File: src/hdl/soc_pkg.sv
package soc_pkg;

    localparam int addr_w = 32;
    localparam int data_w = 32;
    localparam int id_w = 4;

    localparam logic [id_w-1:0] fetch_id = 4'h1;
    localparam logic [id_w-1:0] lsu_id = 4'h2;

    // mtime low word, high word at +4.
    localparam logic [addr_w-1:0] clint_base = 32'h0200_0000;

    localparam logic [1:0] resp_okay = 2'b00;

    typedef union packed {
        logic [63:0] count;
        struct packed {
            logic [31:0] hi;
            logic [31:0] lo;
        } half;
    } clint_time_t;

endpackage

File: src/hdl/clint_timer.sv
`timescale 1ns/1ps

module clint_timer (
    input  logic clk,
    input  logic rst,
    input  logic clint_arvalid, clint_rready,
    output logic clint_arready, clint_rvalid, clint_rlast,
    input  logic [soc_pkg::addr_w-1:0] clint_araddr,
    input  logic [soc_pkg::id_w-1:0] clint_arid,
    output logic [soc_pkg::data_w-1:0] clint_rdata,
    output logic [1:0] clint_rresp,
    output logic [soc_pkg::id_w-1:0] clint_rid
);

    soc_pkg::clint_time_t mtime;
    logic ar_beat;

    assign ar_beat = clint_arvalid && clint_arready;
    assign clint_arready = !clint_rvalid;
    assign clint_rresp = soc_pkg::resp_okay;
    assign clint_rlast = 1'b1;

    always_ff @(posedge clk or posedge rst) begin
        if (rst) begin
            mtime <= '0;
            clint_rvalid <= 1'b0;
        end else begin
            mtime.count <= mtime.count + 64'd1;
            if (ar_beat) begin
                clint_rvalid <= 1'b1;
            end else if (clint_rready) begin
                clint_rvalid <= 1'b0;
            end
        end
    end

    always_ff @(posedge clk) begin
        if (ar_beat) begin
            clint_rdata <= clint_araddr[2] ? mtime.half.hi : mtime.half.lo; // sampled at ar.
            clint_rid <= clint_arid;
        end
    end

    // arbiter decode must only send the two mtime words here.
    assert property (@(posedge clk) disable iff (rst)
        clint_arvalid |-> clint_araddr[soc_pkg::addr_w-1:3] ==
                          soc_pkg::clint_base[soc_pkg::addr_w-1:3] &&
                          clint_araddr[1:0] == 2'b00);

endmodule

File: config.mk
export PLATFORM = sky130hd
export DESIGN_NAME = clint_timer
export DESIGN_NICKNAME = d
export VERILOG_FILES = /design/src/hdl/soc_pkg.sv /design/src/hdl/clint_timer.sv
export SDC_FILE = /design/constraint.sdc
export NUM_CORES = 1
export LEC_CHECK = 0
export BUFFER_PORTS_ARGS = -buffer_cell sky130_fd_sc_hd__buf_2
export CORE_MARGIN = 8
export CORE_UTILIZATION = 30
export DETAILED_ROUTE_END_ITERATION = 8
export SLEW_MARGIN = 10
export SYNTH_ARGS = -nofsm -noshare
export SYNTH_HDL_FRONTEND = slang
export SYNTH_SLANG_ARGS = --single-unit
File: constraint.sdc
create_clock -name clk -period 3.85 [get_ports clk]
set_input_delay 0.77 -clock clk [delete_from_list [all_inputs] [get_ports clk]]
set_output_delay 0.77 -clock clk [all_outputs]
set_load 0.005 [all_outputs]
==> summary.md <==
| Metric | Value |
|---|---|
| Final HPWL DP | `6.082 mm` |
| Register area | `2708 µm²` |
| Status | `finished, final reports clean` |
| Critical path class | `reg2reg` |
| Initial core utilization | `0.3081` |
| Crit start category | `flip-flop` |
| Clock Tree Buf Depth | `2` |
| Worst Setup End Kind | `flip-flop` |
| #FFs+latches synth | `101` |
| Worst path required time | `4.08 ns` |
| Width of the die | `138.4 µm` |
| Per-cell routed wire length | `15.08 µm` |
| Area leader, netlist | `dfrtp_1` |
| Max VDD drop | `241.6 µV` |
| CTS H-tree depth | `3` |
| Final Hold Fails | `0` |
| Hold Crit Class | `reg2reg` |
| Synth unique cells | `33` |
| Critical path arrival | `2.49 ns` |
| Sequential area share after synthesis | `0.6024` |
| Fin crit share | `0.5881` |
| Main synth FF type | `dfrtp_1` |
| Post-CTS sizing | `0` |
| Synth cell count leaders | `65 x dfrtp_1, 36 x edfxtp_1, 33 x xor2_1` |
| DR vias | `2723` |
| Layout cells sized above 1 | `0.2783` |
| CTS Buf Count | `9` |
| Ys async rst share | `0.6436` |
| Post-CTS setup buffers | `0` |
| Setup Viol. Count Final | `0` |
| Initial drt markers | `95` |
| Diodes inserted | `0` |
| Fmax | `0.4417 GHz` |
| GRT Util Overall | `0.09823` |
| Initial antenna violation count | `0` |
| RD Place Congestion | `0.7634` |
| Pwr Total | `2.242 mW` |
| RSZ-0062 raised after global routing | `no` |
| Nets | `442` |
| Slew @ Worst Pin | `1.075 ns` |
| CTS Root Cell | `clkbuf_16` |
| Power per cell area | `426.1 nW/µm²` |
| Cts hold-fix bufs | `0` |
| Clock Sinks | `101` |
| Area of the multi-input gates | `1699 µm²` |
| Fin. max-slew vios | `0` |
| CTS tree | `yes` |
| Worst-Skew Late Latency | `0.35 ns` |
| Post-synth EDFFs | `36` |
| Die height | `138.4 µm` |
| DP Cell Count | `574` |
| Row count | `44` |
| Worst-path clk slew | `0.07 ns` |
| Setup TNS | `0 ns` |
| Normalized max-slew margin | `0.2819` |
| Syn Area/Cell | `12.84 µm²` |
| Most instantiated library cell after synthesis | `dfrtp_1` |
| Drt drc | `0` |
| Yosys warns | `0` |
| First-pass GRT wire length | `15.16 mm` |
| DR pass1 iterations | `4` |
| Total leakage power | `2.410 nW` |
| Cells after synthesis | `350` |
| CP max FO | `5` |
| Clock Skews | `0.006824 ns` |
| Final wirelength | `8.898 mm` |
| ANT nets after route | `0` |
| Largest net degree at the start of global routing | `53` |
| Area Growth Syn to Fin | `17.07%` |
| Synthesized area | `4494 µm²` |
| # fillers | `1411` |
| Vias per std cell | `4.615` |
| Max-cap viol count | `0` |
| Yosys top cell area share | `0.3619` |
| Post-route insts no fill | `590` |
| Core area | `14590 µm²` |
| IO Pins | `81` |
| Port buffer count | `46` |
| Total die area | `19150 µm²` |
| Min cycle time layout | `2.264 ns` |
| Global route total overflow | `0` |
| Vias in the first global route | `2909` |
| Dominant cells by area after synthesis | `dfrtp_1 36%, edfxtp_1 24%, mux2_2 7.3%, xor2_1 6.4%, xnor2_1 5.7%` |
logic make-up (layout without fill, tap and decap cells):
logic type / after synthesis / after routing / share of synthesized area
DFF: 101 / 101 / 0.6025
buffers and inverters: 21 / 76 / 0.02199
xor gates and xnor gates: 62 / 62 / 0.1208
and+or+nand+nor: 130 / 130 / 0.1726
AOI/OAI and AO/OA: 4 / 4 / 0.005011
muxes: 29 / 29 / 0.07266
other: 2 / 3 / 0.001671
adders and majority gates: 1 / 1 / 0.002784
area by class of cell:
class	count	share of cell area
inverter	12	0.008799
timing repair buffer	48	0.04661
sequential	101	0.5146
multi-input combinational	229	0.3229
clock inverter	5	0.01522
tap	184	0.04376
clock buffer	11	0.04804
registers in the layout, summed over array words and instances (netlist names):
| register | count |
|---|---|
| clint_rid | 4 |
| clint_rdata | 32 |
| mtime | 64 |
| clint_rvalid | 1 |
cells in the final DEF (no fill, tap or decap), types with 2 or more instances in the layout:
cell type / n
xor2_1: 33
xnor2_1: 29
and4_1: 2
clkinv_2: 2
buf_2: 46
mux2_2: 29
nand3_2: 3
edfxtp_1: 36
and2_1: 2
and3_1: 7
nand3_1: 15
o21ai_0: 3
nor2_1: 20
nor3_2: 6
dfrtp_1: 65
clkbuf_16: 9
nor3_1: 13
nor4_4: 3
conb_1: 3
inv_1: 11
buf_4: 2
nand4_1: 16
clkbuf_8: 2
nor4_1: 3
bufinv_16: 2
nand4_2: 2
nand2_1: 32
stage by stage:
stage | setup WS [ns] | hold WS (ns) | utilization | cell area [µm²]
global route | 1.437 | 0.5054 | 0.3606 | 5261
finish | 1.586 | 0.4769 | 0.3606 | 5261
CTS | 1.532 | 0.4767 | 0.3605 | 5260
detailed placement | 1.561 | 0.4633 | 0.3377 | 4927
floorplan | 1.005 | 0.4362 | - | 4498
global placement | 1.611 | 0.4537 | 0.3377 | 4927
worst paths after layout:
check	start	endpoint	slack [ns]	depth (start not counted)
setup reg to reg	mtime[0]	mtime[28]	1.59	6
min in group asynchronous	rst	mtime[47]	0.59	2
max in group asynchronous	rst	mtime[20]	2.59	3
setup / recovery	mtime[0]	mtime[28]	1.59	6
hold / removal	mtime[63]	mtime[63]	0.48	1
hold reg to reg	mtime[63]	mtime[63]	0.48	1
critical path, stage by stage, from the launching register on:
cell and delay [ns]:
dfrtp_1 0.41, ha_1 0.24, nand4_1 0.25, nor3_1 0.63, and2_1 0.32, nand4_1 0.14
xnor2_1 0.15
routing by layer:
metal | vias up | share of wire | GRT usage
met1 | 1336 | 0.48 | 0.1240
met3 | 16 | 0.045 | 0.03151
met2 | 46 | 0.45 | 0.1471
li1 | 1325 | - | -
met5 | - | 0 | 0
met4 | 0 | 0.021 | 0.05092
power breakdown:
part | internal (mW) | switching (mW)
clock network | 0.607 | 0.403
registers | 1.14 | 0.00690
logic | 0.0282 | 0.0531
total | 1.78 | 0.463
Note: power is estimated with default switching activity, not from simulation.
