## src/hdl/soc_pkg.sv

```systemverilog
package soc_pkg;

    localparam int addr_w = 32;
    localparam int data_w = 32;
    localparam int id_w = 4;

    localparam logic [id_w-1:0] fetch_id = 4'h1;
    localparam logic [id_w-1:0] lsu_id = 4'h2;

    // mtime low word, high word at +4.
    localparam logic [addr_w-1:0] clint_base = 32'h0200_0000;

    localparam logic [1:0] resp_okay = 2'b00;

    typedef union packed {
        logic [63:0] count;
        struct packed {
            logic [31:0] hi;
            logic [31:0] lo;
        } half;
    } clint_time_t;

endpackage

```

## src/hdl/bus_arbiter.sv

```systemverilog
`timescale 1ns/1ps

module bus_arbiter (
    input  logic clk,
    input  logic rst,
    input  logic ifu_arvalid, ifu_rready,
    output logic ifu_arready, ifu_rvalid, ifu_rlast,
    input  logic [soc_pkg::addr_w-1:0] ifu_araddr,
    input  logic [soc_pkg::id_w-1:0] ifu_arid,
    output logic [soc_pkg::data_w-1:0] ifu_rdata,
    output logic [1:0] ifu_rresp,
    output logic [soc_pkg::id_w-1:0] ifu_rid,
    input  logic lsu_arvalid, lsu_rready, lsu_awvalid, lsu_wvalid, lsu_wlast, lsu_bready,
    output logic lsu_arready, lsu_rvalid, lsu_rlast, lsu_awready, lsu_wready, lsu_bvalid,
    input  logic [soc_pkg::addr_w-1:0] lsu_araddr, lsu_awaddr,
    input  logic [soc_pkg::id_w-1:0] lsu_arid, lsu_awid,
    input  logic [soc_pkg::data_w-1:0] lsu_wdata,
    input  logic [soc_pkg::data_w/8-1:0] lsu_wstrb,
    output logic [soc_pkg::data_w-1:0] lsu_rdata,
    output logic [1:0] lsu_rresp, lsu_bresp,
    output logic [soc_pkg::id_w-1:0] lsu_rid, lsu_bid,
    output logic mem_arvalid, mem_rready, mem_awvalid, mem_wvalid, mem_wlast, mem_bready,
    input  logic mem_arready, mem_rvalid, mem_rlast, mem_awready, mem_wready, mem_bvalid,
    output logic [soc_pkg::addr_w-1:0] mem_araddr, mem_awaddr,
    output logic [soc_pkg::id_w-1:0] mem_arid, mem_awid,
    output logic [soc_pkg::data_w-1:0] mem_wdata,
    output logic [soc_pkg::data_w/8-1:0] mem_wstrb,
    input  logic [soc_pkg::data_w-1:0] mem_rdata,
    input  logic [1:0] mem_rresp, mem_bresp,
    input  logic [soc_pkg::id_w-1:0] mem_rid, mem_bid,
    output logic clint_arvalid, clint_rready,
    input  logic clint_arready, clint_rvalid, clint_rlast,
    output logic [soc_pkg::addr_w-1:0] clint_araddr,
    output logic [soc_pkg::id_w-1:0] clint_arid,
    input  logic [soc_pkg::data_w-1:0] clint_rdata,
    input  logic [1:0] clint_rresp,
    input  logic [soc_pkg::id_w-1:0] clint_rid
);

    localparam logic [1:0] st_idle = 2'd0;
    localparam logic [1:0] st_ifu_grant = 2'd1;
    localparam logic [1:0] st_lsu_grant = 2'd2;

    logic [1:0] state;
    logic is_clint, clint_hit, grant_end, mem_r_end;

    assign mem_r_end = mem_rvalid && mem_rready && mem_rlast;
    assign clint_hit = lsu_araddr == soc_pkg::clint_base ||
                       lsu_araddr == soc_pkg::clint_base + 32'd4;

    always_comb begin
        case (state)
            st_ifu_grant: grant_end = mem_r_end;
            st_lsu_grant: grant_end = is_clint ? clint_rvalid && clint_rready && clint_rlast
                                               : mem_r_end || (mem_bvalid && mem_bready);
            default: grant_end = 1'b0;
        endcase
    end

    always_ff @(posedge clk or posedge rst) begin
        if (rst) begin
            state <= st_idle;
            is_clint <= 1'b0;
        end else if (state == st_idle) begin
            if (lsu_arvalid || lsu_awvalid || lsu_wvalid) begin // lsu first.
                state <= st_lsu_grant;
                is_clint <= lsu_arvalid && clint_hit;
            end else if (ifu_arvalid) begin
                state <= st_ifu_grant;
            end
        end else if (grant_end) begin
            state <= st_idle;
        end
    end

    // handshakes reach only the granted master and the selected slave.
    always_comb begin
        ifu_arready = 1'b0;
        ifu_rvalid = 1'b0;
        lsu_arready = 1'b0;
        lsu_rvalid = 1'b0;
        lsu_awready = 1'b0;
        lsu_wready = 1'b0;
        lsu_bvalid = 1'b0;
        mem_arvalid = 1'b0;
        mem_rready = 1'b0;
        mem_awvalid = 1'b0;
        mem_wvalid = 1'b0;
        mem_bready = 1'b0;
        clint_arvalid = 1'b0;
        clint_rready = 1'b0;
        case (state)
            st_ifu_grant: begin
                mem_arvalid = ifu_arvalid;
                mem_rready = ifu_rready;
                ifu_arready = mem_arready;
                ifu_rvalid = mem_rvalid;
            end
            st_lsu_grant: begin
                if (is_clint) begin
                    clint_arvalid = lsu_arvalid;
                    clint_rready = lsu_rready;
                    lsu_arready = clint_arready;
                    lsu_rvalid = clint_rvalid;
                end else begin
                    mem_arvalid = lsu_arvalid;
                    mem_rready = lsu_rready;
                    mem_awvalid = lsu_awvalid;
                    mem_wvalid = lsu_wvalid;
                    mem_bready = lsu_bready;
                    lsu_arready = mem_arready;
                    lsu_rvalid = mem_rvalid;
                    lsu_awready = mem_awready;
                    lsu_wready = mem_wready;
                    lsu_bvalid = mem_bvalid;
                end
            end
            default: ;
        endcase
    end

    assign mem_araddr = (state == st_ifu_grant) ? ifu_araddr : lsu_araddr;
    assign mem_arid = (state == st_ifu_grant) ? ifu_arid : lsu_arid;
    assign mem_awaddr = lsu_awaddr;
    assign mem_awid = lsu_awid;
    assign mem_wdata = lsu_wdata;
    assign mem_wstrb = lsu_wstrb;
    assign mem_wlast = lsu_wlast;
    assign clint_araddr = lsu_araddr;
    assign clint_arid = lsu_arid;
    assign ifu_rdata = mem_rdata;
    assign ifu_rresp = mem_rresp;
    assign ifu_rlast = mem_rlast;
    assign ifu_rid = mem_rid;
    assign lsu_rdata = is_clint ? clint_rdata : mem_rdata;
    assign lsu_rresp = is_clint ? clint_rresp : mem_rresp;
    assign lsu_rlast = is_clint ? clint_rlast : mem_rlast;
    assign lsu_rid = is_clint ? clint_rid : mem_rid;
    assign lsu_bresp = mem_bresp;
    assign lsu_bid = mem_bid;

    // a load reaches one slave, picked by its address.
    assert property (@(posedge clk) disable iff (rst)
        state == st_lsu_grant && lsu_arvalid |->
            clint_arvalid == clint_hit && mem_arvalid == !clint_hit);

    // grant is dropped only once the slave has nothing left to return.
    assert property (@(posedge clk) disable iff (rst)
        state != st_idle ##1 state == st_idle |-> !mem_rvalid && !mem_bvalid && !clint_rvalid);

endmodule

```

## config.mk

```make
export PLATFORM = sky130hd
export DESIGN_NAME = bus_arbiter
export DESIGN_NICKNAME = d
export VERILOG_FILES = /design/src/hdl/soc_pkg.sv /design/src/hdl/bus_arbiter.sv
export SDC_FILE = /design/constraint.sdc
export NUM_CORES = 1
export LEC_CHECK = 0
export ABC_AREA = 0
export BUFFER_PORTS_ARGS = -buffer_cell sky130_fd_sc_hd__buf_2
export CORE_AREA = 2 2 191 193
export CTS_BUF_LIST = sky130_fd_sc_hd__clkbuf_4 sky130_fd_sc_hd__clkbuf_8
export DETAILED_ROUTE_END_ITERATION = 8
export DIE_AREA = 0 0 193 195
export SYNTH_ARGS = -nofsm -noshare
export SYNTH_HDL_FRONTEND = slang
export SYNTH_SLANG_ARGS = --single-unit
```

## constraint.sdc

```tcl
create_clock -name clk -period 1.97 [get_ports clk]
set_input_delay 0.0985 -clock clk [delete_from_list [all_inputs] [get_ports clk]]
set_output_delay 0.0985 -clock clk [all_outputs]
set_load 0.02 [all_outputs]
```

==> flow_summary.yaml <==
critical_path:
  critPathMaxFanout: 19
  startpoint_type: "flip-flop"
  worstPathRequired_ns: 1.87
  end_kind: "output pin"
  crit_type: "flip-flop to output pin"
  cp.arrival_ns: 1.73
timing:
  skew_ns: 0.00481
  drv_slew: 0
  worst_pin_slew_ns: 0.509
  finalSetupTns_ns: 0
  setup_violations: 0
  slew_headroom_pct: 65.8
  finalCriticalPeriod_ns: 1.83
  fin_ws_ns: 0.141
  finalHoldViolations: 0
  period_share_pct: 92.8
  rsz0062_at_grt: "no"
  max_freq_ghz: 0.547
cts:
  cts_sinks: 3
  cts_tree: "done"
  cts_max_path_buffers: 2
  worstSkewPairLatency_ns: 0.22
  path_clk_slew_ns: 0.03
  htreeDepth: 1
  root_buffer: "clkbuf_8"
  post_cts_buffers: 0
  numCtsBuffers: 3
grt:
  track_usage_pct: 5.91
  grt_pass1_wl_um: 15700
  grt_antenna_before_repair: 2
  grt_pass1_vias: 2539
  grt.overflow.total: 0
  grt_max_degree: 38
logic_synthesis:
  synth_area_per_cell_um2: 8.42
  yosysWarnings: 0
  syn-num-nets: 545
  netlist_instances: 296
  yosysSeqAreaShare_pct: 3.01
  synthDistinctLibCells: 29
  synth_area_mm2: 0.00249
  ys_ff_latch: 3
finish:
  layout-area-overhead-vs-synth_pct: 47.3
  utilization_pct: 10.4
  final_cell_mix: "329 x buf_2, 75 x mux2_2, 10 x and2_1"
  layout_commonest_cell: "buf_2"
  layout-drive-gt1-share_pct: 88.6
  final_nets: 724
  design_area_mm2: 0.00367
die:
  dieArea_mm2: 0.0376
  io_pins: 488
  die_w_um: 193
  die_h_um: 195
  coreArea_mm2: 0.0354
  rows: 69
  initial_core_util_pct: 7.04
drt:
  routedWlPerCell_um: 13.7
  num_vias: 2679
  drt_wl_total_um: 12800
  avgViaCountPerCell: 2.86
  initialDrtViolationCount: 76
  drtPass1Iterations: 4
  ant_nets: 0
  route.detailed.drc: 0
place:
  dp_hpwl_um: 11300
  place_ws_ns: 0.274
  gp_congestion: 0.851
  place_area_mm2: 0.00357
  port_buffers: 329
power:
  peakVddDrop_mv: 0.182
  power_density_mw_per_mm2: 579
  p_leak_nw: 1.84
run_status:
  status: "complete, no violations"
job:
  drv_cap: 0
hold_path:
  worstHoldPathType: "input pin to flip-flop"
final timing paths:
kind | cells after the start | slack [ns] | start | endpoint
max in group asynchronous | 3 | 1.48 | rst | is_clint
worst min-delay path | 3 | 0.19 | ifu_arvalid | state[0]
worst min register to register | 2 | 0.59 | state[1] | state[1]
min in group asynchronous | 3 | 0.33 | rst | is_clint
worst max register to register | 6 | 0.31 | state[1] | state[1]
worst max-delay path | 5 | 0.14 | state[1] | mem_araddr[6]
synth_stat cells (all sizes together):
cell type / count / area (um^2)
dfrtp: 3 / 75.1
mux2: 75 / 845
o21ai: 1 / 5.00
nor2: 2 / 7.51
nand3: 3 / 15.0
nand4: 1 / 6.26
buf: 163 / 1200
ha: 4 / 50.1
nor4: 4 / 31.3
o31ai: 1 / 7.51
a21oi: 2 / 10.0
or4: 2 / 18.8
nand2: 5 / 18.8
a311oi: 1 / 8.76
nand3b: 1 / 7.51
inv: 5 / 18.8
a211oi: 1 / 7.51
mux2i: 2 / 20.0
and3b: 1 / 8.76
nor3: 2 / 10.0
nor4b: 1 / 8.76
and2: 10 / 62.6
o221ai: 1 / 8.76
nor2b: 3 / 26.3
and3: 2 / 12.5
sequential cells by signal (all words and copies together) (netlist names):
| signal | cells |
|---|---|
| is_clint | 1 |
| state | 2 |
routing by layer:
metal | wire length [um] | vias to the layer above | track usage, % | share of wire, %
met5 | 0 | - | 0 | 0
met1 | 3940 | 1173 | 5.10 | 31
li1 | - | 1204 | - | -
met4 | 194 | 0 | 1.09 | 1.5
met3 | 1720 | 18 | 2.82 | 13
met2 | 6960 | 284 | 12.0 | 54
stage by stage:
stage	total power [W]	hold slack (ns)	std cells
floorplan	0.00147	-0.148	296
finish	0.00213	0.194	937
global route	0.00229	0.195	936
detailed placement	0.00188	-0.00789	929
CTS	0.00209	0.186	934
global placement	0.00186	-0.0174	929
cells by family (layout without fill, tap and decap cells):
family,Yosys count,in the layout,share of synthesized area [%]
compound gates,7,7,1.91
mux,77,77,34.7
other cells,0,2,0
fa+ha+maj,4,4,2.01
flops,3,3,3.01
buf+inv,168,346,49.0
simple gates,37,37,9.38
power breakdown:
group          switching, W  internal, W
clock             0.0000431     0.000152
sequential        0.0000206    0.0000818
combinational       0.00106     0.000773
total               0.00112      0.00101
critical path: stages, from the launching register on:
cell	delay (ns)
dfrtp_1	0.40
inv_1	0.13
ha_4	0.24
buf_12	0.19
mux2_2	0.36
buf_2	0.16
what timing repair did:
action | 4_1_cts | 5_1_grt
hold endpoints to repair | 3 | 0
resized for setup | 0 | 1
hold buffers | 1 | 0
endpoints found under the setup margin | 0 | 36
area by class of cell:
class                           count  area [um^2]
Sequential cell                     3         76.3
Antenna cell                        2         5.00
Fill cell                        4121        31700
Inverter                            5         18.8
Timing Repair Buffer              337         1740
Clock buffer                        4         48.8
Multi-Input combinational cell    125         1210
Tap cell                          461          577
(Power assumes the default switching activity.)
