$ cat src/hdl/soc_pkg.sv
package soc_pkg;

    localparam int addr_w = 32;
    localparam int data_w = 32;
    localparam int id_w = 4;

    localparam logic [id_w-1:0] fetch_id = 4'h1;
    localparam logic [id_w-1:0] lsu_id = 4'h2;

    // mtime low word, high word at +4.
    localparam logic [addr_w-1:0] clint_base = 32'h0200_0000;

    localparam logic [1:0] resp_okay = 2'b00;

    typedef union packed {
        logic [63:0] count;
        struct packed {
            logic [31:0] hi;
            logic [31:0] lo;
        } half;
    } clint_time_t;

endpackage

$ cat src/hdl/lsu_unit.sv
`timescale 1ns/1ps

module lsu_unit (
    input  logic clk,
    input  logic rst,
    input  logic mem_req, mem_we,
    input  logic [soc_pkg::addr_w-1:0] mem_addr,
    input  logic [soc_pkg::data_w-1:0] mem_wdata,
    input  logic [soc_pkg::data_w/8-1:0] mem_wstrb,
    output logic mem_done, mem_busy,
    output logic [soc_pkg::data_w-1:0] mem_rdata,
    output logic lsu_arvalid, lsu_rready,
    input  logic lsu_arready, lsu_rvalid, lsu_rlast,
    output logic [soc_pkg::addr_w-1:0] lsu_araddr,
    output logic [soc_pkg::id_w-1:0] lsu_arid,
    input  logic [soc_pkg::data_w-1:0] lsu_rdata,
    input  logic [1:0] lsu_rresp,
    input  logic [soc_pkg::id_w-1:0] lsu_rid,
    output logic lsu_awvalid, lsu_wvalid, lsu_wlast, lsu_bready,
    input  logic lsu_awready, lsu_wready, lsu_bvalid,
    output logic [soc_pkg::addr_w-1:0] lsu_awaddr,
    output logic [soc_pkg::id_w-1:0] lsu_awid,
    output logic [soc_pkg::data_w-1:0] lsu_wdata,
    output logic [soc_pkg::data_w/8-1:0] lsu_wstrb,
    input  logic [1:0] lsu_bresp,
    input  logic [soc_pkg::id_w-1:0] lsu_bid
);

    localparam logic [1:0] st_idle = 2'd0;
    localparam logic [1:0] st_load = 2'd1;
    localparam logic [1:0] st_store = 2'd2;

    logic [1:0] state;
    logic [soc_pkg::addr_w-1:0] addr_q;
    logic start, r_beat, b_beat;

    assign start = mem_req && state == st_idle;
    assign r_beat = lsu_rvalid && lsu_rready;
    assign b_beat = lsu_bvalid && lsu_bready;
    assign mem_busy = state != st_idle;
    assign lsu_araddr = addr_q;
    assign lsu_awaddr = addr_q;
    assign lsu_arid = soc_pkg::lsu_id;
    assign lsu_awid = soc_pkg::lsu_id;
    assign lsu_wlast = 1'b1; // single beat only.
    assign lsu_rready = 1'b1;
    assign lsu_bready = 1'b1;

    always_ff @(posedge clk or posedge rst) begin
        if (rst) begin
            state <= st_idle;
            mem_done <= 1'b0;
            lsu_arvalid <= 1'b0;
            lsu_awvalid <= 1'b0;
            lsu_wvalid <= 1'b0;
        end else begin
            mem_done <= r_beat || b_beat;
            case (state)
                st_idle: begin
                    if (mem_req) begin
                        state <= mem_we ? st_store : st_load;
                        lsu_arvalid <= !mem_we;
                        lsu_awvalid <= mem_we;
                        lsu_wvalid <= mem_we;
                    end
                end
                st_load: begin
                    if (lsu_arready) lsu_arvalid <= 1'b0;
                    if (r_beat) state <= st_idle;
                end
                st_store: begin
                    // aw and w drop independently, so either may finish first.
                    if (lsu_awready) lsu_awvalid <= 1'b0;
                    if (lsu_wready) lsu_wvalid <= 1'b0;
                    if (b_beat) state <= st_idle;
                end
                default: state <= st_idle;
            endcase
        end
    end

    always_ff @(posedge clk) begin
        if (start) begin
            addr_q <= {mem_addr[soc_pkg::addr_w-1:2], 2'b00};
            lsu_wdata <= mem_wdata;
            lsu_wstrb <= mem_wstrb;
        end
        if (r_beat) begin
            mem_rdata <= lsu_rdata;
        end
    end

    assert property (@(posedge clk) disable iff (rst) !(lsu_rvalid && lsu_bvalid));

    // responses come back only for the access in flight, carrying our id.
    assert property (@(posedge clk) disable iff (rst)
        lsu_rvalid |-> state == st_load && lsu_rlast &&
                       lsu_rid == soc_pkg::lsu_id && lsu_rresp == soc_pkg::resp_okay);
    assert property (@(posedge clk) disable iff (rst)
        lsu_bvalid |-> state == st_store && !lsu_awvalid && !lsu_wvalid &&
                       lsu_bid == soc_pkg::lsu_id && lsu_bresp == soc_pkg::resp_okay);

endmodule

$ cat config.mk
export PLATFORM = sky130hd
export DESIGN_NAME = lsu_unit
export DESIGN_NICKNAME = d
export VERILOG_FILES = /design/src/hdl/soc_pkg.sv /design/src/hdl/lsu_unit.sv
export SDC_FILE = /design/constraint.sdc
export NUM_CORES = 1
export LEC_CHECK = 0
export ABC_AREA = 1
export ABC_CLOCK_PERIOD_IN_PS = 3100
export BUFFER_PORTS_ARGS = -buffer_cell sky130_fd_sc_hd__buf_4
export CAP_MARGIN = 20
export CORE_AREA = 2 2 104 106
export CTS_BUF_LIST = sky130_fd_sc_hd__clkbuf_16
export CTS_CLUSTER_DIAMETER = 80
export DETAILED_ROUTE_END_ITERATION = 12
export DIE_AREA = 0 0 106 108
export PLACE_DENSITY = 0.8
export SLEW_MARGIN = 20
export SYNTH_ARGS = -nofsm -noshare
export SYNTH_HDL_FRONTEND = slang
export SYNTH_SLANG_ARGS = --single-unit
$ cat constraint.sdc
create_clock -name clk -period 3.1 [get_ports clk]
set_clock_uncertainty 0.15 [all_clocks]
set_input_delay 0.31 -clock clk [delete_from_list [all_inputs] [get_ports clk]]
set_output_delay 0.31 -clock clk [all_outputs]
set_load 0.05 [all_outputs]
==> flow_summary.ini, run 1 <==
[outcome]
status = finished clean

[cells_and_area]
layout_commonest_cell = buf_4
nNetsFinal = 617
n_fill_cell = 710
drive_gt1_frac = 0.516
final_area_um2 = 6540
area_delta_synth_final_pct = 83.1
final_cell_mix = buf_4 (239), dlygate4sd3_1 (98), edfxtp_1 (98), conb_1 (15), clkbuf_16 (9)

[global_route]
grtUsageTotal = 0.175
grt_pass1_wl_um = 14600
antenna_found_initial = 2
grt_pass1_vias = 2831
grt-ovfl-total = 0
grt_max_degree = 42

[setup_path]
required_ps = 2980
r2r_start = state[1]
slowest_delay_ps = 450
slowest_stage = dfrtp_1
worstReg2RegEnd = lsu_wdata[20]
worstSetupEndpointType = flop
crit_fanout = 41
r2r_cells = 4
worstPathArrival_ps = 1820
startpoint_type = flop
reg2reg_slack_ps = 1160
critPathKind = flop to flop
crit_chain = nor2_4 -> nand2_4 -> inv_2 -> buf_12

[clocking]
numCtsBuffers = 9
cts_setup_buffers = 0
numClockSinks = 104
cts_max_path_buffers = 2
cts_tree = yes
cts_root_buf = clkbuf_16
clkTransAtPathRegs_ps = 60
worstSkewPairLatency_ps = 330
ctsHtreeMaxLevel = 3

[timing]
fin_crit_ps = 1940
worst_pin_slew_ps = 584
relSlewSlack = 0.610
tns_ps = 0
max_freq_ghz = 0.514
finalMaxSlewViolations = 0
fin_ws_ps = 1160
finalHoldViolations = 0
rsz0062_at_grt = false
fin_crit_sh = 0.627
fin_hold_ws_ps = 14.7
setup_violations = 0

[power_and_ir_drop]
p_per_area_nw_per_um2 = 766
leakagePower_nw = 2.85
pwr-share-clk = 0.217
peakVddDrop_v = 0.000408
power_frac_comb = 0.393
p_sw_mw = 1.98
p_seq_frac = 0.390
power.total_mw = 5.01
p_int_mw = 3.03
p_sw_frac = 0.395

[placed_design]
place_hpwl_um = 6580
gp_congestion = 0.724
pre_cts_ws_ps = 1150
numPortBuffers = 239
placed_cell_area_um2 = 5270

[worst_hold_path]
holdPathEnd = lsu_araddr[22]
worstHoldStart = mem_addr[22]
hold_path_class = input port to flop
hold_depth = 1

[floorplan]
fp-row-count = 37
die_y_um = 108
initial_core_util = 0.349
fp.dieW_um = 106
fp.coreArea_um2 = 10200
dieArea_um2 = 11400
pin_count = 270

[yosys]
synth_area_um2 = 3570
synth_cells = 178
ys_warn_count = 0
ys_ff_latch = 104
seq_area_frac_synth = 0.866
postSynthAreaPerCell_um2 = 20.1
synth_cell_types = 13

[route]
drt-total-wl_um = 10200
wl_per_cell_um = 16.1
drtIter0Drc = 99
drt.antenna.violating_nets = 0
drc_errors = 0
drtPass1Iterations = 4
routed-via-count = 2632
via_per_inst = 4.13

[flow_run]
maxCapViolCount = 0
==> what timing repair did <==
| action | 4_1_cts | 5_1_grt |
|---|---|---|
| hold buffers | 98 | 0 |
| gates resized for setup | 0 | 0 |
| hold endpoints to repair | 103 | 0 |
==> Yosys cell counts <==
library cell	count	area [um2]
edfxtp_1	98	2940
nand2_4	1	11.3
nor2_4	2	22.5
nand2_1	6	22.5
buf_4	45	338
a21oi_1	2	10.0
o21ai_1	1	5.00
nand3_1	6	30.0
conb_1	2	7.51
dfrtp_1	6	150
inv_2	1	3.75
nor2_1	1	3.75
inv_1	7	26.3
==> cells by family after synthesis <==
logic type / after synthesis / share of synthesized area
buf+inv: 53 / 0.103
other cells: 2 / 0.00210
simple gates: 16 / 0.0252
compound gates: 3 / 0.00420
flops: 104 / 0.866
==> worst max-delay path: cells and delay by family (launching register included) <==
family	cells	cell delay, ps
buffers and inverters	2	740
and+or+nand+nor	2	260
DFF	1	450
==> registers in the layout (all words and copies together), names as in the netlist <==
register,flops
lsu_araddr,30
lsu_arvalid,1
lsu_awvalid,1
lsu_wdata,32
lsu_wstrb,4
lsu_wvalid,1
mem_done,1
mem_rdata,32
state,2
==> layer usage <==
metal	GRT usage	wire [um]
met4	0.0780	124
met3	0.0711	1080
met5	0	16
met2	0.323	5530
met1	0.174	3490
==> area by class of cell <==
| type | count | area [um2] | share of cell area |
|---|---|---|---|
| clock inverter | 7 | 63.8 | 0.00975 |
| multi-input combinational | 34 | 161 | 0.0247 |
| clock buffer | 9 | 225 | 0.0344 |
| inverter | 8 | 30.0 | 0.00459 |
| sequential | 104 | 3090 | 0.473 |
| antenna | 2 | 5.00 | 0.000765 |
| tap | 136 | 170 | 0.0260 |
| timing repair buffer | 338 | 2800 | 0.427 |
==> how the worst max path moves through the flow <==
stage	startpoint	to	slack (ps)	cells after the start
2_1_floorplan	state[1]	lsu_araddr[10]	580	3
3_3_place_gp	state[1]	lsu_wdata[27]	1210	4
3_5_place_dp	state[1]	lsu_wstrb[0]	1150	4
4_1_cts	state[1]	lsu_wdata[9]	1150	4
5_1_grt	state[1]	lsu_wdata[29]	1050	4
6_report	state[1]	lsu_wdata[20]	1160	4
==> power groups by stage <==
stage	logic (mW)	clock network [mW]	registers [mW]
CTS	1.97	1.12	1.95
global placement	1.85	0	1.96
global route	2.04	1.17	1.98
floorplan	0.588	0	2.73
finish	1.97	1.09	1.95
detailed placement	1.87	0	1.98
==> per-stage QoR <==
stage,utilization,std cells
after detailed placement,0.515,522
after floorplan,-,191
after global routing,0.639,637
after CTS,0.639,636
after global placement,0.515,522
final,0.640,638
(Power assumes the default switching activity.)
==> inputs of run 2 (changes only) <==
--- a/config.mk
+++ b/config.mk
@@ -6,7 +6,7 @@
 export NUM_CORES = 1
 export LEC_CHECK = 0
 export ABC_AREA = 1
-export ABC_CLOCK_PERIOD_IN_PS = 3100
+export ABC_CLOCK_PERIOD_IN_PS = 1800
 export BUFFER_PORTS_ARGS = -buffer_cell sky130_fd_sc_hd__buf_4
 export CAP_MARGIN = 20
 export CORE_AREA = 2 2 104 106
==> constraint.sdc (replaced) <==
create_clock -name clk -period 1.8 [get_ports clk]
set_clock_uncertainty 0.15 [all_clocks]
set_input_delay 0.18 -clock clk [delete_from_list [all_inputs] [get_ports clk]]
set_output_delay 0.18 -clock clk [all_outputs]
set_load 0.05 [all_outputs]
==> flow_summary.ini, run 2 (synthesized netlist as in run 1, its figures left out) <==
[outcome]
status = finished clean

[flow_run]
maxCapViolCount = 0

[route]
drtPass1Iterations = 4
wl_met1_um = 3350
routed-via-count = 2661
drt-total-wl_um = 10300
via_per_inst = 4.14
wl_per_cell_um = 16.1
top_layer = met4
drtIter0Drc = 86
drt.antenna.violating_nets = 0
wl_met2_um = 5710
drc_errors = 0
wl_met3_um = 1120

[power_and_ir_drop]
p_seq_frac = 0.388
p_int_mw = 5.23
leakagePower_nw = 2.87
p_per_area_nw_per_um2 = 1310
p_sw_mw = 3.42
pwr-share-clk = 0.217
peakVddDrop_v = 0.000706
power_frac_comb = 0.394
p_sw_frac = 0.396

[setup_path]
worstSetupEndpointType = flop
worstPathArrival_ps = 1450
required_ps = 1660
startpoint_type = flop
crit_fanout = 23
critPathKind = flop to flop

[floorplan]
fp.dieW_um = 106
die_y_um = 108
initial_core_util = 0.349
pin_count = 270
fp-row-count = 37
fp.coreArea_um2 = 10200
dieArea_um2 = 11400

[clocking]
cts_max_path_buffers = 2
cts_resized = 0
cts_hold_buffers = 103
cts_tree = yes
cts_root_buf = clkbuf_16
clkTransAtPathRegs_ps = 70
numClockSinks = 104
numCtsBuffers = 9
cts_setup_buffers = 0
worstSkewPairLatency_ps = 330
ctsHtreeMaxLevel = 3

[cells_and_area]
layout_commonest_cell = buf_4
final_cell_mix = buf_4 (240), dlygate4sd3_1 (103), edfxtp_1 (98), conb_1 (15), clkbuf_16 (9)
n_fill_cell = 726
instances_no_fill = 642
seq_area_um2 = 3090
area_delta_synth_final_pct = 84.7
multi_input_area_um2 = 161
nNetsFinal = 623
num_antenna_cells = 0
fin_util = 0.645
drive_gt1_frac = 0.514

[placed_design]
numPortBuffers = 239
dp.cells = 523
gp_congestion = 0.782
place_hpwl_um = 6830

[global_route]
grt_pass1_vias = 2908
antenna_found_initial = 0
grtUsageTotal = 0.180
grt-ovfl-total = 0
grt_pass1_wl_um = 15200
grt_max_degree = 44

[timing]
max_freq_ghz = 0.632
fin_hold_ws_ps = 13.5
finalMaxSlewViolations = 0
setup_violations = 0
finalHoldViolations = 0
fin_crit_sh = 0.879
rsz0062_at_grt = false
fin_crit_ps = 1580

[worst_hold_path]
hold_path_class = input port to flop
[run 2: cell types whose count changed in the layout (fill, tap and decap cells not counted)]
cell	previous run	this run
clkinv_2	1	2
dlygate4sd3_1	98	103
clkinv_1	2	1
clkinvlp_4	0	2
clkinv_4	2	1
diode_2	2	0
buf_4	239	240
inv_2	2	1
[run 2: worst paths after layout]
kind / depth (start not counted) / to / startpoint / slack [ps]
max: 4 / lsu_wdata[14] / state[0] / 220
min: 3 / state[1] / mem_req / 10
max reg2reg: 4 / lsu_wdata[14] / state[0] / 220
min reg2reg: 2 / lsu_wvalid / lsu_wvalid / 380
max in group asynchronous: 3 / lsu_awvalid / rst / 1120
min in group asynchronous: 3 / lsu_arvalid / rst / 180
[run 2: routing by layer]
metal  vias to the layer above  global-route usage
met5                         -                   0
met3                        11              0.0639
li1                       1227                   -
met4                         0              0.0733
met1                      1250               0.181
met2                       173               0.337
[run 2: final cells by class]
cell class	count	share of cell area
Tap cell	136	0.0258
Clock buffer	9	0.0341
Timing Repair Buffer	344	0.432
Clock inverter	7	0.00967
Inverter	8	0.00512
Multi-Input combinational cell	34	0.0245
Sequential cell	104	0.469
[run 2: power groups by stage]
stage / registers (mW) / logic (mW) / clock network [mW]
finish: 3.36 / 3.41 / 1.88
global route: 3.40 / 3.54 / 2.02
CTS: 3.36 / 3.43 / 1.93
detailed placement: 3.41 / 3.24 / 0
global placement: 3.38 / 3.21 / 0
floorplan: 4.70 / 1.02 / 0
[run 2: worst max-delay path, stage by stage (launching register included)]
cell and delay [ps]:
dfrtp_1 440, nor2_4 170, nand2_4 90, clkinvlp_4 100
buf_4 300
[run 2: through the flow]
stage	total power [mW]	cell area (um2)	worst slack [ps]	TNS (ps)
detailed placement	6.65	5280	210	0
global route	8.97	6600	141	0
floorplan	5.72	3630	-261	-17210
finish	8.66	6600	217	0
global placement	6.60	5280	272	0
CTS	8.72	6600	208	0
==> inputs of run 3 (changes only) <==
--- a/config.mk
+++ b/config.mk
@@ -5,7 +5,6 @@
 export SDC_FILE = /design/constraint.sdc
 export NUM_CORES = 1
 export LEC_CHECK = 0
-export ABC_AREA = 1
 export ABC_CLOCK_PERIOD_IN_PS = 1800
 export BUFFER_PORTS_ARGS = -buffer_cell sky130_fd_sc_hd__buf_4
 export CAP_MARGIN = 20
@@ -15,7 +14,6 @@
 export DETAILED_ROUTE_END_ITERATION = 12
 export DIE_AREA = 0 0 106 108
 export PLACE_DENSITY = 0.8
-export SLEW_MARGIN = 20
 export SYNTH_ARGS = -nofsm -noshare
 export SYNTH_HDL_FRONTEND = slang
 export SYNTH_SLANG_ARGS = --single-unit
==> constraint.sdc (replaced) <==
create_clock -name clk -period 1.8 [get_ports clk]
set_clock_uncertainty 0.15 [all_clocks]
set_input_delay 0.18 -clock clk [delete_from_list [all_inputs] [get_ports clk]]
set_output_delay 0.18 -clock clk [all_outputs]
set_load 0.02 [all_outputs]
==> flow_summary.ini, run 3 <==
[global_route]
grt-ovfl-total = 0
grt_max_degree = 35
grt_pass1_wl_um = 15000
antenna_found_initial = 0
grtUsageTotal = 0.177
grt_pass1_vias = 2895

[clocking]
cts_max_path_buffers = 2
worstSkewPairLatency_ps = 330
clkTransAtPathRegs_ps = 70
cts_tree = yes
numCtsBuffers = 9
cts_root_buf = clkbuf_16
cts_setup_buffers = 0
numClockSinks = 104
ctsHtreeMaxLevel = 3
cts_resized = 0
cts_hold_buffers = 102

[timing]
fin_crit_sh = 0.887
finalHoldViolations = 0
fin_crit_ps = 1600
fin_ws_ps = 204
setup_violations = 0
max_freq_ghz = 0.626
finalMaxSlewViolations = 0
rsz0062_at_grt = false
tns_ps = 0

[floorplan]
fp.coreArea_um2 = 10200
pin_count = 270
dieArea_um2 = 11400
initial_core_util = 0.350
die_y_um = 108
fp.dieW_um = 106
fp-row-count = 37

[yosys]
postSynthAreaPerCell_um2 = 20.0
synth_edf_count = 98
seq_area_frac_synth = 0.863
ys_top_cells_by_count = edfxtp_1 (98), buf_4 (45), dfrtp_1 (6)
async_reset_ff_frac = 0.0577
synth_cells = 179
synth_top_area_share = 0.821
synth_area_leader_cell = edfxtp_1
ys_warn_count = 0
synth.most_common_cell = edfxtp_1
ys_ff_latch = 104
synth_cell_types = 17
synth_area_leaders = edfxtp_1 (82%), buf_4 (9.4%), dfrtp_1 (4.2%)
synth_top_flop_cell = edfxtp_1
synth_area_um2 = 3580

[route]
routed-via-count = 2671
drc_errors = 0
drtPass1Iterations = 5
drtIter0Drc = 97
drt.antenna.violating_nets = 0
wl_per_cell_um = 16.0
drt-total-wl_um = 10300
via_per_inst = 4.13

[power_and_ir_drop]
peakVddDrop_v = 0.000568
leakagePower_nw = 2.89
p_per_area_nw_per_um2 = 942

[placed_design]
gp_congestion = 0.744
pre_cts_ws_ps = 252
place_hpwl_um = 6850
numPortBuffers = 239

[setup_path]
startpoint_type = flop
required_ps = 1470
worstPathArrival_ps = 1270
critPathKind = flop to output port
r2r_cells = 3
reg2reg_slack_ps = 240
startpoint = state[0]
worstReg2RegEnd = lsu_wdata[0]
crit_fanout = 8
r2r_start = state[0]
worstSetupEndpointType = output port

[flow_run]
maxCapViolCount = 0

[outcome]
status = finished clean

[cells_and_area]
layout_commonest_cell = buf_4
nNetsFinal = 628
final_cell_mix = buf_4 (245), dlygate4sd3_1 (102), edfxtp_1 (98), conb_1 (15), clkbuf_16 (9)
drive_gt1_frac = 0.518
n_fill_cell = 711
num_antenna_cells = 0
area_delta_synth_final_pct = 85.2

[worst_hold_path]
hold_path_class = input port to flop
worstHoldStart = lsu_wready
holdPathEnd = lsu_wvalid
hold_depth = 4
[run 3: final cells by class]
| cell class | count | area [um2] | area share |
|---|---|---|---|
| clock inverters | 6 | 67.6 | 0.0102 |
| inverters | 3 | 11.3 | 0.00170 |
| flip-flops and latches | 104 | 3090 | 0.466 |
| clock buffers | 9 | 225 | 0.0339 |
| repair buffers | 348 | 2880 | 0.434 |
| well taps | 136 | 170 | 0.0256 |
| multi-input cells | 40 | 193 | 0.0290 |
[run 3: routing by layer]
metal,global-route usage,part of all wire
met5,0,0
met4,0.0724,0.020
met3,0.0747,0.11
met2,0.320,0.53
met1,0.181,0.34
[run 3: worst max-delay path: stages, from the launching register on]
cell and delay [ps]:
dfrtp_1 460, nor2_1 150, buf_4 140, inv_1 30
buf_4 140
[run 3: logic make-up after synthesis]
group                  share of synthesized area
flip-flops                                 0.863
buffers and inverters                     0.0974
AND/OR/NAND/NOR                           0.0290
AO/OA/AOI/OAI                            0.00558
other                                    0.00210
multiplexers                             0.00314
[run 3: through the flow]
step | power [mW] | hold WS (ps) | utilization | instance area (um2) | instances
finish | 6.26 | 48.9 | 0.649 | 6640 | 646
global route | 6.47 | 108 | 0.649 | 6640 | 646
CTS | 6.30 | 33.8 | 0.649 | 6640 | 646
detailed placement | 4.20 | -36.0 | 0.521 | 5330 | 529
global placement | 4.18 | -39.1 | 0.521 | 5330 | 529
floorplan | 3.62 | -179 | - | 3630 | 192
[run 3: how the worst max path moves through the flow]
| stage | endpoint | slack [ps] |
|---|---|---|
| after floorplan | lsu_araddr[10] | 70 |
| after global placement | lsu_wdata[0] | 260 |
| after detailed placement | lsu_wdata[0] | 250 |
| after CTS | mem_busy | 190 |
| after global routing | mem_busy | 110 |
| final | mem_busy | 200 |
[run 3: where the power goes]
group          total (mW)  switching (mW)  internal, mW
Combinational        1.33           0.670         0.659
Sequential           3.01          0.0990          2.91
Clock                1.92           0.841          1.08
Total                6.26            1.61          4.65
